**src/logic/game_macros.svh**
```systemverilog
/* platformer engine constants
   colours, screen and player geometry, level layout and jump physics */
`ifndef GAME_MACROS_SVH
`define GAME_MACROS_SVH

// 12-bit rgb, four bits per channel
`define COLOR_BLACK     12'h000
`define COLOR_SKY       12'h7AF
`define COLOR_PLAYER    12'hF00
`define COLOR_GROUND    12'h0F0
`define COLOR_PLATFORM  12'hFFF
`define COLOR_COIN      12'hFF0

// horizontal play limits in scan coordinates
`define SCREEN_LEFT     10'd143
`define SCREEN_RIGHT    10'd734

// player block
`define CHAR_WIDTH      10'd32
`define CHAR_HEIGHT     10'd32
`define START_X         10'd300

// ground band, first and last row
`define GROUND_TOP      10'd492
`define GROUND_BOTTOM   10'd516
`define GROUND_STAND_Y  (`GROUND_TOP - `CHAR_HEIGHT)

// platforms are one tile thick
`define TILE_SIZE       10'd24
`define STAND_TOL       10'd10
`define NUM_PLATFORMS   4
`define PLAT0_X0        10'd500
`define PLAT0_X1        10'd540
`define PLAT0_Y         10'd400
`define PLAT1_X0        10'd250
`define PLAT1_X1        10'd280
`define PLAT1_Y         10'd300
`define PLAT2_X0        10'd600
`define PLAT2_X1        10'd640
`define PLAT2_Y         10'd400
`define PLAT3_X0        10'd378
`define PLAT3_X1        10'd450
`define PLAT3_Y         10'd350

// coins, top-left corners
`define NUM_COINS       4
`define COIN_SIZE       10'd16
`define COIN0_X         10'd300
`define COIN0_Y         10'd400
`define COIN1_X         10'd250
`define COIN1_Y         10'd284
`define COIN2_X         10'd600
`define COIN2_Y         10'd384
`define COIN3_X         10'd378
`define COIN3_Y         10'd334

// jump physics, pixels per physics tick
`define V_INIT          7'd15
`define GRAVITY         7'd1

`endif

```
**src/logic/game_pkg.sv**
```systemverilog
/* shared types for the platformer engine */
`include "game_macros.svh"

package game_pkg;

    // rgb pixel, 4:4:4
    typedef logic [11:0] color_t;

    // scan counters and player position
    typedef logic [9:0] coord_t;

    // vertical speed, negative is upward
    typedef logic signed [6:0] velocity_t;

    // one bit per coin, set once collected
    typedef logic [`NUM_COINS-1:0] coin_mask_t;

    // coins collected so far
    typedef logic [15:0] score_t;

endpackage

```
**src/logic/coin_tracker.sv**
```systemverilog
/* coin table with collected flags, score counter
   and the coin hit test for the scanned pixel */
`timescale 1ns/1ps
`include "game_macros.svh"

module coin_tracker (
    input  logic                 clk,
    input  logic                 rst,
    input  game_pkg::coord_t     player_x,
    input  game_pkg::coord_t     player_y,
    input  game_pkg::coord_t     hcount,
    input  game_pkg::coord_t     vcount,
    output game_pkg::score_t     score,
    output game_pkg::coin_mask_t collected,
    output logic                 coin_hit
);

    localparam game_pkg::coord_t COIN_X [`NUM_COINS] =
        '{`COIN0_X, `COIN1_X, `COIN2_X, `COIN3_X};
    localparam game_pkg::coord_t COIN_Y [`NUM_COINS] =
        '{`COIN0_Y, `COIN1_Y, `COIN2_Y, `COIN3_Y};

    logic [10:0] left_edge;
    logic [10:0] right_edge;
    logic [10:0] top_edge;
    logic [10:0] bottom_edge;
    // uncollected coins the player overlaps this cycle
    game_pkg::coin_mask_t touch;

    assign left_edge   = {1'b0, player_x};
    assign right_edge  = left_edge + `CHAR_WIDTH;
    assign top_edge    = {1'b0, player_y};
    assign bottom_edge = top_edge + `CHAR_HEIGHT;

    always_comb begin
        touch    = '0;
        coin_hit = 1'b0;
        for (int i = 0; i < `NUM_COINS; i++) begin
            if (!collected[i] &&
                (right_edge > COIN_X[i]) && (left_edge < COIN_X[i] + `COIN_SIZE) &&
                (bottom_edge > COIN_Y[i]) && (top_edge < COIN_Y[i] + `COIN_SIZE))
                touch[i] = 1'b1;
            // collected coins vanish from the scene
            if (!collected[i] &&
                (hcount >= COIN_X[i]) && (hcount < COIN_X[i] + `COIN_SIZE) &&
                (vcount >= COIN_Y[i]) && (vcount < COIN_Y[i] + `COIN_SIZE))
                coin_hit = 1'b1;
        end
    end

    always_ff @(posedge clk or posedge rst) begin
        if (rst) begin
            collected <= '0;
            score     <= '0;
        end else begin
            collected <= collected | touch;
            score     <= score + game_pkg::score_t'($countones(touch));
        end
    end

    a_collected_sticky: assert property (@(posedge clk) disable iff (rst)
        ($past(collected) & ~collected) == '0);
    a_score_monotonic: assert property (@(posedge clk) disable iff (rst)
        score >= $past(score));

endmodule

```
**src/logic/pixel_compositor.sv**
```systemverilog
/* two-stage pixel pipeline, layers player, ground, platforms,
   coins and sky into the output colour */
`timescale 1ns/1ps
`include "game_macros.svh"

module pixel_compositor (
    input  logic             clk,
    input  logic             rst,
    input  game_pkg::coord_t hcount,
    input  game_pkg::coord_t vcount,
    input  logic             bright,
    input  game_pkg::coord_t player_x,
    input  game_pkg::coord_t player_y,
    input  logic             plat_hit,
    input  logic             coin_hit,
    output game_pkg::color_t rgb
);

    logic player_hit;
    logic ground_hit;

    // stage 1 flags
    logic bright_q;
    logic player_q;
    logic ground_q;
    logic plat_q;
    logic coin_q;

    // widened sums keep the right and bottom edges exact
    assign player_hit = (hcount >= player_x) && ({1'b0, hcount} < {1'b0, player_x} + `CHAR_WIDTH) &&
                        (vcount >= player_y) && ({1'b0, vcount} < {1'b0, player_y} + `CHAR_HEIGHT);
    assign ground_hit = (vcount >= `GROUND_TOP) && (vcount <= `GROUND_BOTTOM);

    always_ff @(posedge clk or posedge rst) begin
        if (rst) begin
            bright_q <= 1'b0;
            player_q <= 1'b0;
            ground_q <= 1'b0;
            plat_q   <= 1'b0;
            coin_q   <= 1'b0;
        end else begin
            bright_q <= bright;
            player_q <= player_hit;
            ground_q <= ground_hit;
            plat_q   <= plat_hit;
            coin_q   <= coin_hit;
        end
    end

    // stage 2, front layer first
    always_ff @(posedge clk or posedge rst) begin
        if (rst)
            rgb <= `COLOR_BLACK;
        else if (!bright_q)
            rgb <= `COLOR_BLACK;
        else if (player_q)
            rgb <= `COLOR_PLAYER;
        else if (ground_q)
            rgb <= `COLOR_GROUND;
        else if (plat_q)
            rgb <= `COLOR_PLATFORM;
        else if (coin_q)
            rgb <= `COLOR_COIN;
        else
            rgb <= `COLOR_SKY;
    end

endmodule

```
**src/logic/platform_map.sv**
```systemverilog
/* platform table with player collision queries
   and the platform hit test for the scanned pixel */
`timescale 1ns/1ps
`include "game_macros.svh"

module platform_map (
    input  game_pkg::coord_t player_x,
    input  game_pkg::coord_t player_y,
    input  game_pkg::coord_t hcount,
    input  game_pkg::coord_t vcount,
    output logic             blocked_left,
    output logic             blocked_right,
    output logic             supported,
    output logic             headbutt,
    output logic             plat_hit,
    output game_pkg::coord_t support_y
);

    localparam game_pkg::coord_t PLAT_X0 [`NUM_PLATFORMS] =
        '{`PLAT0_X0, `PLAT1_X0, `PLAT2_X0, `PLAT3_X0};
    localparam game_pkg::coord_t PLAT_X1 [`NUM_PLATFORMS] =
        '{`PLAT0_X1, `PLAT1_X1, `PLAT2_X1, `PLAT3_X1};
    localparam game_pkg::coord_t PLAT_Y [`NUM_PLATFORMS] =
        '{`PLAT0_Y, `PLAT1_Y, `PLAT2_Y, `PLAT3_Y};

    // player edges one bit wider so the sums never wrap
    logic [10:0] left_edge;
    logic [10:0] top_edge;
    logic [10:0] bottom_edge;
    logic on_ground;
    logic on_plat;
    game_pkg::coord_t plat_top;

    assign left_edge   = {1'b0, player_x};
    assign top_edge    = {1'b0, player_y};
    assign bottom_edge = top_edge + `CHAR_HEIGHT;

    // either player edge strictly inside the platform span
    function automatic logic x_overlap(input logic [10:0] left, input int idx);
        logic [10:0] right;
        right = left + `CHAR_WIDTH;
        return ((right > PLAT_X0[idx]) && (right < PLAT_X1[idx])) ||
               ((left > PLAT_X0[idx]) && (left < PLAT_X1[idx]));
    endfunction

    always_comb begin
        blocked_left  = 1'b0;
        blocked_right = 1'b0;
        headbutt      = 1'b0;
        on_plat       = 1'b0;
        plat_top      = `GROUND_TOP;
        plat_hit      = 1'b0;
        for (int i = 0; i < `NUM_PLATFORMS; i++) begin
            // body rows overlap the tile rows, probe one pixel to each side
            if ((bottom_edge > PLAT_Y[i]) && (top_edge < PLAT_Y[i] + `TILE_SIZE)) begin
                if (x_overlap(left_edge - 11'd1, i))
                    blocked_left = 1'b1;
                if (x_overlap(left_edge + 11'd1, i))
                    blocked_right = 1'b1;
            end
            if (x_overlap(left_edge, i)) begin
                // feet just at or below the top surface
                if ((bottom_edge >= PLAT_Y[i]) && (bottom_edge <= PLAT_Y[i] + `STAND_TOL)) begin
                    on_plat  = 1'b1;
                    plat_top = PLAT_Y[i];
                end
                // head inside the tile from below
                if ((top_edge > PLAT_Y[i]) && (top_edge <= PLAT_Y[i] + `TILE_SIZE))
                    headbutt = 1'b1;
            end
            if ((hcount >= PLAT_X0[i]) && (hcount < PLAT_X1[i]) &&
                (vcount >= PLAT_Y[i]) && (vcount < PLAT_Y[i] + `TILE_SIZE))
                plat_hit = 1'b1;
        end
    end

    // ground wins over a platform match
    assign on_ground = bottom_edge >= `GROUND_TOP;
    assign supported = on_ground | on_plat;
    assign support_y = on_ground ? `GROUND_STAND_Y : plat_top - `CHAR_HEIGHT;

endmodule

```
**src/logic/platformer_top.sv**
```systemverilog
/* platformer game engine top
   joins motion, platform map, coins and pixel compositor */
`timescale 1ns/1ps

module platformer_top #(
    parameter int move_div = 500000,
    parameter int phys_div = 1000000
) (
    input  logic             clk,
    input  logic             rst,
    input  game_pkg::coord_t hcount,
    input  game_pkg::coord_t vcount,
    input  logic             bright,
    input  logic             btn_left,
    input  logic             btn_right,
    input  logic             btn_jump,
    output game_pkg::color_t rgb,
    output game_pkg::score_t score,
    output game_pkg::coord_t player_x,
    output game_pkg::coord_t player_y
);

    // collision queries back to motion
    logic blocked_left;
    logic blocked_right;
    logic supported;
    logic headbutt;
    game_pkg::coord_t support_y;

    // scene layer hits for the scanned pixel
    logic plat_hit;
    logic coin_hit;

    platform_map i_platform_map (
        .player_x      (player_x),
        .player_y      (player_y),
        .hcount        (hcount),
        .vcount        (vcount),
        .blocked_left  (blocked_left),
        .blocked_right (blocked_right),
        .supported     (supported),
        .headbutt      (headbutt),
        .plat_hit      (plat_hit),
        .support_y     (support_y)
    );

    player_motion #(
        .move_div (move_div),
        .phys_div (phys_div)
    ) i_player_motion (
        .clk           (clk),
        .rst           (rst),
        .btn_left      (btn_left),
        .btn_right     (btn_right),
        .btn_jump      (btn_jump),
        .blocked_left  (blocked_left),
        .blocked_right (blocked_right),
        .supported     (supported),
        .headbutt      (headbutt),
        .support_y     (support_y),
        .player_x      (player_x),
        .player_y      (player_y)
    );

    coin_tracker i_coin_tracker (
        .clk       (clk),
        .rst       (rst),
        .player_x  (player_x),
        .player_y  (player_y),
        .hcount    (hcount),
        .vcount    (vcount),
        .score     (score),
        .collected (),
        .coin_hit  (coin_hit)
    );

    pixel_compositor i_pixel_compositor (
        .clk      (clk),
        .rst      (rst),
        .hcount   (hcount),
        .vcount   (vcount),
        .bright   (bright),
        .player_x (player_x),
        .player_y (player_y),
        .plat_hit (plat_hit),
        .coin_hit (coin_hit),
        .rgb      (rgb)
    );

endmodule

```
**src/logic/player_motion.sv**
```systemverilog
/* player movement: tick dividers, walking with edge and side limits,
   and the jump and gravity state machine */
`timescale 1ns/1ps
`include "game_macros.svh"

module player_motion #(
    parameter int move_div = 500000,
    parameter int phys_div = 1000000
) (
    input  logic             clk,
    input  logic             rst,
    input  logic             btn_left,
    input  logic             btn_right,
    input  logic             btn_jump,
    input  logic             blocked_left,
    input  logic             blocked_right,
    input  logic             supported,
    input  logic             headbutt,
    input  game_pkg::coord_t support_y,
    output game_pkg::coord_t player_x,
    output game_pkg::coord_t player_y
);

    localparam int MOVE_W = $clog2(move_div + 1);
    localparam int PHYS_W = $clog2(phys_div + 1);

    logic [MOVE_W-1:0] move_cnt;
    logic [PHYS_W-1:0] phys_cnt;
    logic move_tick;
    logic phys_tick;

    game_pkg::velocity_t vel;
    logic airborne;
    // right edge, one bit wider
    logic [10:0] right_edge;

    // free-running dividers, tick on the last count
    assign move_tick = move_cnt == MOVE_W'(move_div - 1);
    assign phys_tick = phys_cnt == PHYS_W'(phys_div - 1);

    always_ff @(posedge clk or posedge rst) begin
        if (rst) begin
            move_cnt <= '0;
            phys_cnt <= '0;
        end else begin
            move_cnt <= move_tick ? '0 : move_cnt + 1'b1;
            phys_cnt <= phys_tick ? '0 : phys_cnt + 1'b1;
        end
    end

    assign right_edge = {1'b0, player_x} + `CHAR_WIDTH;

    // walking, left has priority over right
    always_ff @(posedge clk or posedge rst) begin
        if (rst) begin
            player_x <= `START_X;
        end else if (move_tick) begin
            if (btn_left) begin
                if ((player_x > `SCREEN_LEFT) && !blocked_left)
                    player_x <= player_x - 10'd1;
            end else if (btn_right) begin
                if ((right_edge < `SCREEN_RIGHT) && !blocked_right)
                    player_x <= player_x + 10'd1;
            end
        end
    end

    // vertical rule, applied once per physics tick
    always_ff @(posedge clk or posedge rst) begin
        if (rst) begin
            player_y <= `GROUND_STAND_Y;
            vel      <= '0;
            airborne <= 1'b0;
        end else if (phys_tick) begin
            if (airborne) begin
                if ((vel < 0) && headbutt) begin
                    // head hit a tile, stop rising
                    vel <= '0;
                end else if ((vel > 0) && supported) begin
                    // landed, snap feet onto the surface
                    player_y <= support_y;
                    vel      <= '0;
                    airborne <= 1'b0;
                end else begin
                    player_y <= player_y + {{3{vel[6]}}, vel};
                    vel      <= vel + `GRAVITY;
                end
            end else if (!supported) begin
                // walked off an edge
                airborne <= 1'b1;
                vel      <= 7'sd1;
            end else if (btn_jump) begin
                airborne <= 1'b1;
                vel      <= -game_pkg::velocity_t'(`V_INIT);
            end
        end
    end

    a_x_in_bounds: assert property (@(posedge clk) disable iff (rst)
        (player_x >= `SCREEN_LEFT) && (right_edge <= {1'b0, `SCREEN_RIGHT}));

endmodule

```
**config.mk**
```make
export PLATFORM = sky130hd
export DESIGN_NAME = platformer_top
export DESIGN_NICKNAME = d
export VERILOG_FILES = /design/src/logic/game_pkg.sv /design/src/logic/coin_tracker.sv /design/src/logic/pixel_compositor.sv /design/src/logic/platform_map.sv /design/src/logic/platformer_top.sv /design/src/logic/player_motion.sv
export VERILOG_INCLUDE_DIRS = /design/src /design/src/logic
export SDC_FILE = /design/constraint.sdc
export NUM_CORES = 1
export LEC_CHECK = 0
export BUFFER_PORTS_ARGS = -buffer_cell sky130_fd_sc_hd__buf_2
export CORE_MARGIN = 3
export CORE_UTILIZATION = 65
export DETAILED_ROUTE_END_ITERATION = 8
export PLACE_DENSITY = 0.85
export SLEW_MARGIN = 20
export SYNTH_ARGS = -nofsm -noshare
export SYNTH_HDL_FRONTEND = slang
export SYNTH_SLANG_ARGS = --single-unit
```
**constraint.sdc**
```tcl
create_clock -name clk -period 14.95 [get_ports clk]
set_clock_uncertainty 0.05 [all_clocks]
set_input_delay 0.7475 -clock clk [delete_from_list [all_inputs] [get_ports clk]]
set_output_delay 0.7475 -clock clk [all_outputs]
set_load 0.02 [all_outputs]
```
After elaboration in Yosys (flattened, before gate mapping)
Cells that the tools add are included.

storage, ports and cells
  word-level logic and storage cells = 336
  input port bits = 26
  flip-flop bits (word level) = 104

operators by class
  multiplexer cells = 75
  reductions and logical operators = 108
  add/sub/neg operators = 17
  bitwise gates (word level) = 3
  order comparisons = 115
  eq/ne operators = 4

operators with widths
  kind                                                              number
  < comparator 10 x 9 -> 1 bit (second input constant)              24
  > comparator 11 x 9 -> 1 bit (second input constant)              17
  two-way mux 10 bit                                                13
  < comparator 11 x 10 -> 1 bit (second input constant)             11
  < comparator 11 x 9 -> 1 bit (second input constant)              10
  >= comparator 10 x 9 -> 1 bit (second input constant)             10
  logical AND 1 bit                                                 85
  < comparator 10 bit (second input constant)                       6
  two-way mux 12 bit                                                5
  > comparator 11 x 10 -> 1 bit (second input constant)             5
  > comparator 11 x 8 -> 1 bit (second input constant)              5
  > comparator 10 x 9 -> 1 bit (second input constant)              5
  two-way mux 1 bit                                                 49
  >= comparator 11 x 9 -> 1 bit (second input constant)             4
  two-way mux 7 bit                                                 6
  less-or-equal comparator 11 x 9 -> 1 bit (second input constant)  3
  adder 16 bit                                                      2
  less-or-equal comparator 10 x 9 -> 1 bit (second input constant)  3
  adder 10 x 6 -> 11 bit (second input constant)                    2
  adder 11 x 6 -> 11 bit (second input constant)                    2
  < comparator 10 x 11 -> 1 bit                                     2
  adder 20 x 1 -> 20 bit (second input constant)                    1
  == test 20 bit (second input constant)                            1
  >= comparator 10 bit                                              2
  other kinds (30)                                                  49

Logic depth before layout (Yosys ltp)
  depth after elaboration = 18
  depth in mapped cells = 21
  depth with buffers taken out = 19

Cells and area by module
Synthesis repeated with hierarchy kept, for this count alone.

second synthesis, totals
  cells, all modules = 1355
  area, all modules = 10687.8 um^2

modules (own cells, without submodules)
  module            instances  area an instance (um^2)  seq. area each (um^2)  cells an instance
  player_motion     1          3993.8                   1687.9                 418
  platform_map      1          3444.6                   0.0                    537
  coin_tracker      1          1971.9                   500.5                  251
  pixel_compositor  1          1277.5                   250.2                  149

Least setup slack after synthesis
OpenSTA, ideal clock, no wires.

  path type = flip-flop to flip-flop
  start = reg i_player_motion.player_x[0]
  end = reg i_player_motion.player_x[8]
  stages on the path, launching flop included = 22
  period minus slack after synthesis = 4.926 ns
  path slack = 10.024 ns
  arrival time = 4.791 ns
  cell sequence = dfrtp_1 -> clkbuf_1 -> clkbuf_1 -> inv_1 -> ha_1 -> buf_2 -> nand2b_1 -> o31a_1 -> or2_2 -> inv_1 -> ha_1 -> nor4bb_1 -> a211oi_1 -> or4_1 -> a22oi_1 -> o221ai_1 -> a22oi_1 -> o221ai_2 -> nor3_1 -> a21oi_2 -> buf_6 -> mux2_1

on the way
  cells in the longest elaborated chain, start to end = 17
  elaborated cells on any way between the ends = 92

ends and longest elaborated chain
  element                                                                                line                                      RTL
  start: declaration                                                                     player_motion.sv:20                       output game_pkg::coord_t player_x,
  start signal: assignment                                                               player_motion.sv:56                       player_x <= `START_X;
  start signal: assignment                                                               player_motion.sv:60                       player_x <= player_x - 10'd1;
  start signal: assignment                                                               player_motion.sv:63                       player_x <= player_x + 10'd1;
  subtractor 10 x 1 -> 11 bit / adder 10 x 1 -> 11 bit (equally long branches)           platform_map.sv:56, platform_map.sv:58
  adder 11 x 6 -> 11 bit (no line)                                                       -
  > comparator 11 x 9 -> 1 bit / < comparator 11 x 10 -> 1 bit (equally long branches)   platform_map.sv:42                        return ((right > PLAT_X0[idx]) && (right < PLAT_X1[idx])) ||
  logical AND 1 bit                                                                      platform_map.sv:42
  logical OR 1 bit                                                                       platform_map.sv:42
  two-way mux 1 bit (on tied branches)                                                   platform_map.sv:56, platform_map.sv:58
  two-way mux 1 bit                                                                      platform_map.sv:55                        if ((bottom_edge > PLAT_Y[i]) && (top_edge < PLAT_Y[i] + `TILE_SIZE)) begin
  two-way mux 1 bit (on tied branches)                                                   platform_map.sv:56, platform_map.sv:58
  two-way mux 1 bit                                                                      platform_map.sv:55
  two-way mux 1 bit (on tied branches)                                                   platform_map.sv:56, platform_map.sv:58
  two-way mux 1 bit                                                                      platform_map.sv:55
  two-way mux 1 bit (on tied branches)                                                   platform_map.sv:56, platform_map.sv:58
  two-way mux 1 bit                                                                      platform_map.sv:55
  logical NOT 1 bit (on tied branches)                                                   player_motion.sv:59, player_motion.sv:62
  logical AND 1 bit (on tied branches)                                                   player_motion.sv:59, player_motion.sv:62
  inequality test 2 x 1 -> 1 bit (no line) / nonzero test 2 bit (equally long branches)  -
  AND reduction 4 bit (no line)                                                          -

Several ways; a longest one is shown, not always the timed one. The select of a mux whose other input is x is not followed.
A chain may end at the register's enable or synchronous reset.

Final worst setup path
Same ends and word-level chain as after synthesis.

==> impl_metrics.toml <==
[worst_hold_path]
min_path_type = "input pin to async pin"

[pwr]
leakagePower_nw = 4.71
total_power_uw = 524
clockPowerShare = 0.412
netSwitchingFraction = 0.243
seqPwrFrac = 0.505
intPower_uw = 397
pwr_density_cell_nw_per_um2 = 50.6
combPwrFrac = 0.083
max-vdd-ir-drop_mv = 0.0834
p_sw_uw = 127

[worst_setup_path]
worst_setup_path_start_kind = "flop"
regToRegStartpoint = "i_player_motion.player_x[0]"
rrSetupSlack_ns = 9.65
cp_cell_sequence = "inv_1 -> ha_1 -> nand2b_1 -> o31a_1 -> or2_2 -> inv_1 -> ha_1 -> nor4bb_1 -> a211oi_1 -> or4_1 -> a22oi_1 -> o221ai_1 -> a22oi_1 -> o221ai_2 -> nor3_1 -> a21oi_2 -> mux2_1"
cp_top_family = "simple AND/OR/NAND/NOR gates"
endpoint_kind = "flop"
crit_slowest_cell = "dfrtp_1"
cpPeakStageDelay_ns = 0.68
worst-path-buf-inv = 2
arrival_ns = 5.52
rr_endpoint = "i_player_motion.player_x[8]"
cp-startpoint = "i_player_motion.player_x[0]"
critPathKind = "flop to flop"
cp.required_ns = 15.17
ff2ff_path_depth = 17
cp_max_fo = 26

[sta]
tns_ns = 0
post-route-min-period_ns = 5.30
fmax_mhz = 189
maxSlewViolCount = 0
hold_viol = 0
period_share = 0.355
hold_ws_ns = 0.336
rsz0062_at_grt = "no"
max_slew_margin = 0.321
tightest_slew_ns = 1.02
setup_viol = 0

[drt]
wl_mm = 27.0
drc_errors = 0
dr_total_vias = 9457
drt_pass1_iterations = 5
drt_iter0_markers = 903
ant_nets = 0
wire_per_inst_um = 19.0
via_per_inst = 6.66

[cts]
cts_max_level = 3
cts_hold_buf = 0
cts_buffers = 9
clk_pin_slew_ns = 0.07
cts_root_buf = "clkbuf_16"
tritoncts = "built"
clk_latency_ns = 0.34
post_cts_resized = 0
clockBufferDepth = 2
numClockSinks = 97
cts_setup_buffers = 0

[yosys]
synth_fa_ha_area_frac = 0.118
syn_inst = 1205
synth_cell_types = 89
synth_top_family_by_area = "simple AND/OR/NAND/NOR gates"
ys_ff_latch = 97
synth_sequential_area_ratio = 0.250
synthMuxAreaShare = 0.0199
syn_area_um2 = 9740
synth_edf_count = 0
async_reset_ff_frac = 1.00
syn_nets = 1320
synth_compound_area_frac = 0.227
synth_ff_type = "dfrtp_1"
synth-xor-area-share = 0.0812
yosysWarnings = 0
synth-simple-area-share = 0.244
synth_area_per_cell_um2 = 8.08

[die]
dieWidth_um = 128
rows = 44
start_util = 0.667
pin_count = 74
die_area_um2 = 16500
dieHeight_um = 128
fp.coreArea_um2 = 14600

[placed_design]
port-buffer-count = 73
gp_congestion = 0.988
hpwl_mm = 19.6
placed_cell_area_um2 = 10100

[finish]
area_growth_pct = 6.31
layout-drive-gt1-share = 0.113
final_cell_area_um2 = 10300
fin_util = 0.709
finalNetCount = 1346
diodes = 0

[run]
max-cap-violations = 0

[global_routing]
grt_pass1_wl_mm = 43.8
grt_max_degree = 69
grt_usage = 0.324
antenna_found_initial = 0
grt-ovfl-total = 0
grt_pass1_vias = 8712

[run_status]
status = "complete, no violations"
-- cell families (layout without fill, tap and decap cells) --
family,Yosys count,after routing
adders and majority gates,89,89
muxes,19,19
DFF,97,97
buffers and inverters,134,164
AOI/OAI and AO/OA,322,322
xor gates and xnor gates,86,86
and+or+nand+nor,458,458
-- layout by cell type (no fill, tap or decap), types with 30 or more instances in the layout --
master	n
xor2_1	30
a21oi_1	67
inv_1	65
nand2_1	102
o21ai_0	70
dfrtp_1	88
xnor2_1	54
nor2_1	100
nand3_1	48
buf_2	73
ha_1	84
-- power by group through the flow --
stage                     combinational, mW  sequential [mW]  clock (mW)
after floorplan                      0.0276            0.271           0
after global placement               0.0418            0.270           0
after detailed placement             0.0429            0.270           0
after CTS                            0.0433            0.265       0.218
after global routing                 0.0486            0.265       0.227
final                                0.0434            0.265       0.216
-- per-layer routing --
metal	routed length, um	global-route usage	share of wire
met1	11300	0.432	0.42
met2	12600	0.529	0.47
met3	2100	0.0565	0.078
met4	999	0.124	0.037
met5	0	0	0
-- worst register-to-register path, stage by stage (launching register included) --
cell	delay, ns
dfrtp_1	0.68
inv_1	0.23
ha_1	0.49
nand2b_1	0.21
o31a_1	0.34
or2_2	0.35
inv_1	0.12
ha_1	0.24
nor4bb_1	0.31
a211oi_1	0.10
or4_1	0.53
a22oi_1	0.25
o221ai_1	0.15
a22oi_1	0.23
o221ai_2	0.15
nor3_1	0.25
a21oi_2	0.17
mux2_1	0.37
-- synth_stat cells (13+ instances only) --
cell type | n | share of area
or3_1 | 13 | 0.0084
o21ai_0 | 70 | 0.036
xnor2_1 | 54 | 0.049
a21oi_1 | 67 | 0.034
nor2_1 | 100 | 0.039
a31oi_1 | 22 | 0.014
mux2i_1 | 16 | 0.016
and2_1 | 13 | 0.0084
and3_1 | 22 | 0.014
nand3_1 | 48 | 0.025
clkbuf_1 | 33 | 0.013
or2_2 | 13 | 0.0084
nor3_1 | 27 | 0.014
dfrtp_1 | 88 | 0.23
nor2b_1 | 15 | 0.0096
buf_2 | 19 | 0.0098
nand2b_1 | 13 | 0.0084
ha_1 | 84 | 0.11
nor4_1 | 19 | 0.012
xor2_1 | 30 | 0.027
nand2_1 | 102 | 0.039
nand4_1 | 22 | 0.014
inv_1 | 66 | 0.025
a21o_1 | 16 | 0.012
-- worst max path at each step --
stage,slack (ns),endpoint,cells after the start
floorplan,10.02,i_player_motion.player_x[8],21
global placement,9.93,i_player_motion.player_x[8],17
detailed placement,9.74,i_player_motion.player_x[8],17
CTS,9.72,i_player_motion.player_x[8],17
global route,9.16,i_player_motion.player_x[8],17
finish,9.65,i_player_motion.player_x[8],17
-- final cells by class --
class / instances / area, um2
clock buffer: 11 / 243
clock inverter: 4 / 27.5
fill: 1146 / 4240
inverter: 68 / 258
multi-input combinational: 974 / 6730
sequential: 97 / 2440
tap: 184 / 230
timing repair buffer: 81 / 425
-- state kept, by name (all words and copies together) (netlist names) --
| name | count |
|---|---|
| i_coin_tracker.collected | 4 |
| i_coin_tracker.score | 16 |
| i_pixel_compositor.bright_q | 1 |
| i_pixel_compositor.coin_q | 1 |
| i_pixel_compositor.ground_q | 1 |
| i_pixel_compositor.plat_q | 1 |
| i_pixel_compositor.player_q | 1 |
| i_pixel_compositor.rgb | 5 |
| i_player_motion.airborne | 1 |
| i_player_motion.move_cnt | 19 |
| i_player_motion.phys_cnt | 20 |
| i_player_motion.player_x | 10 |
| i_player_motion.player_y | 10 |
| i_player_motion.vel | 7 |
-- through the flow --
| step | cells | setup slack [ns] |
|---|---|---|
| after detailed placement | 1404 | 9.74 |
| after global placement | 1404 | 9.93 |
| after floorplan | 1205 | 10.02 |
| after global routing | 1419 | 9.16 |
| after CTS | 1419 | 9.72 |
| final | 1419 | 9.65 |
No activity file was read; power rests on OpenSTA's default activity.
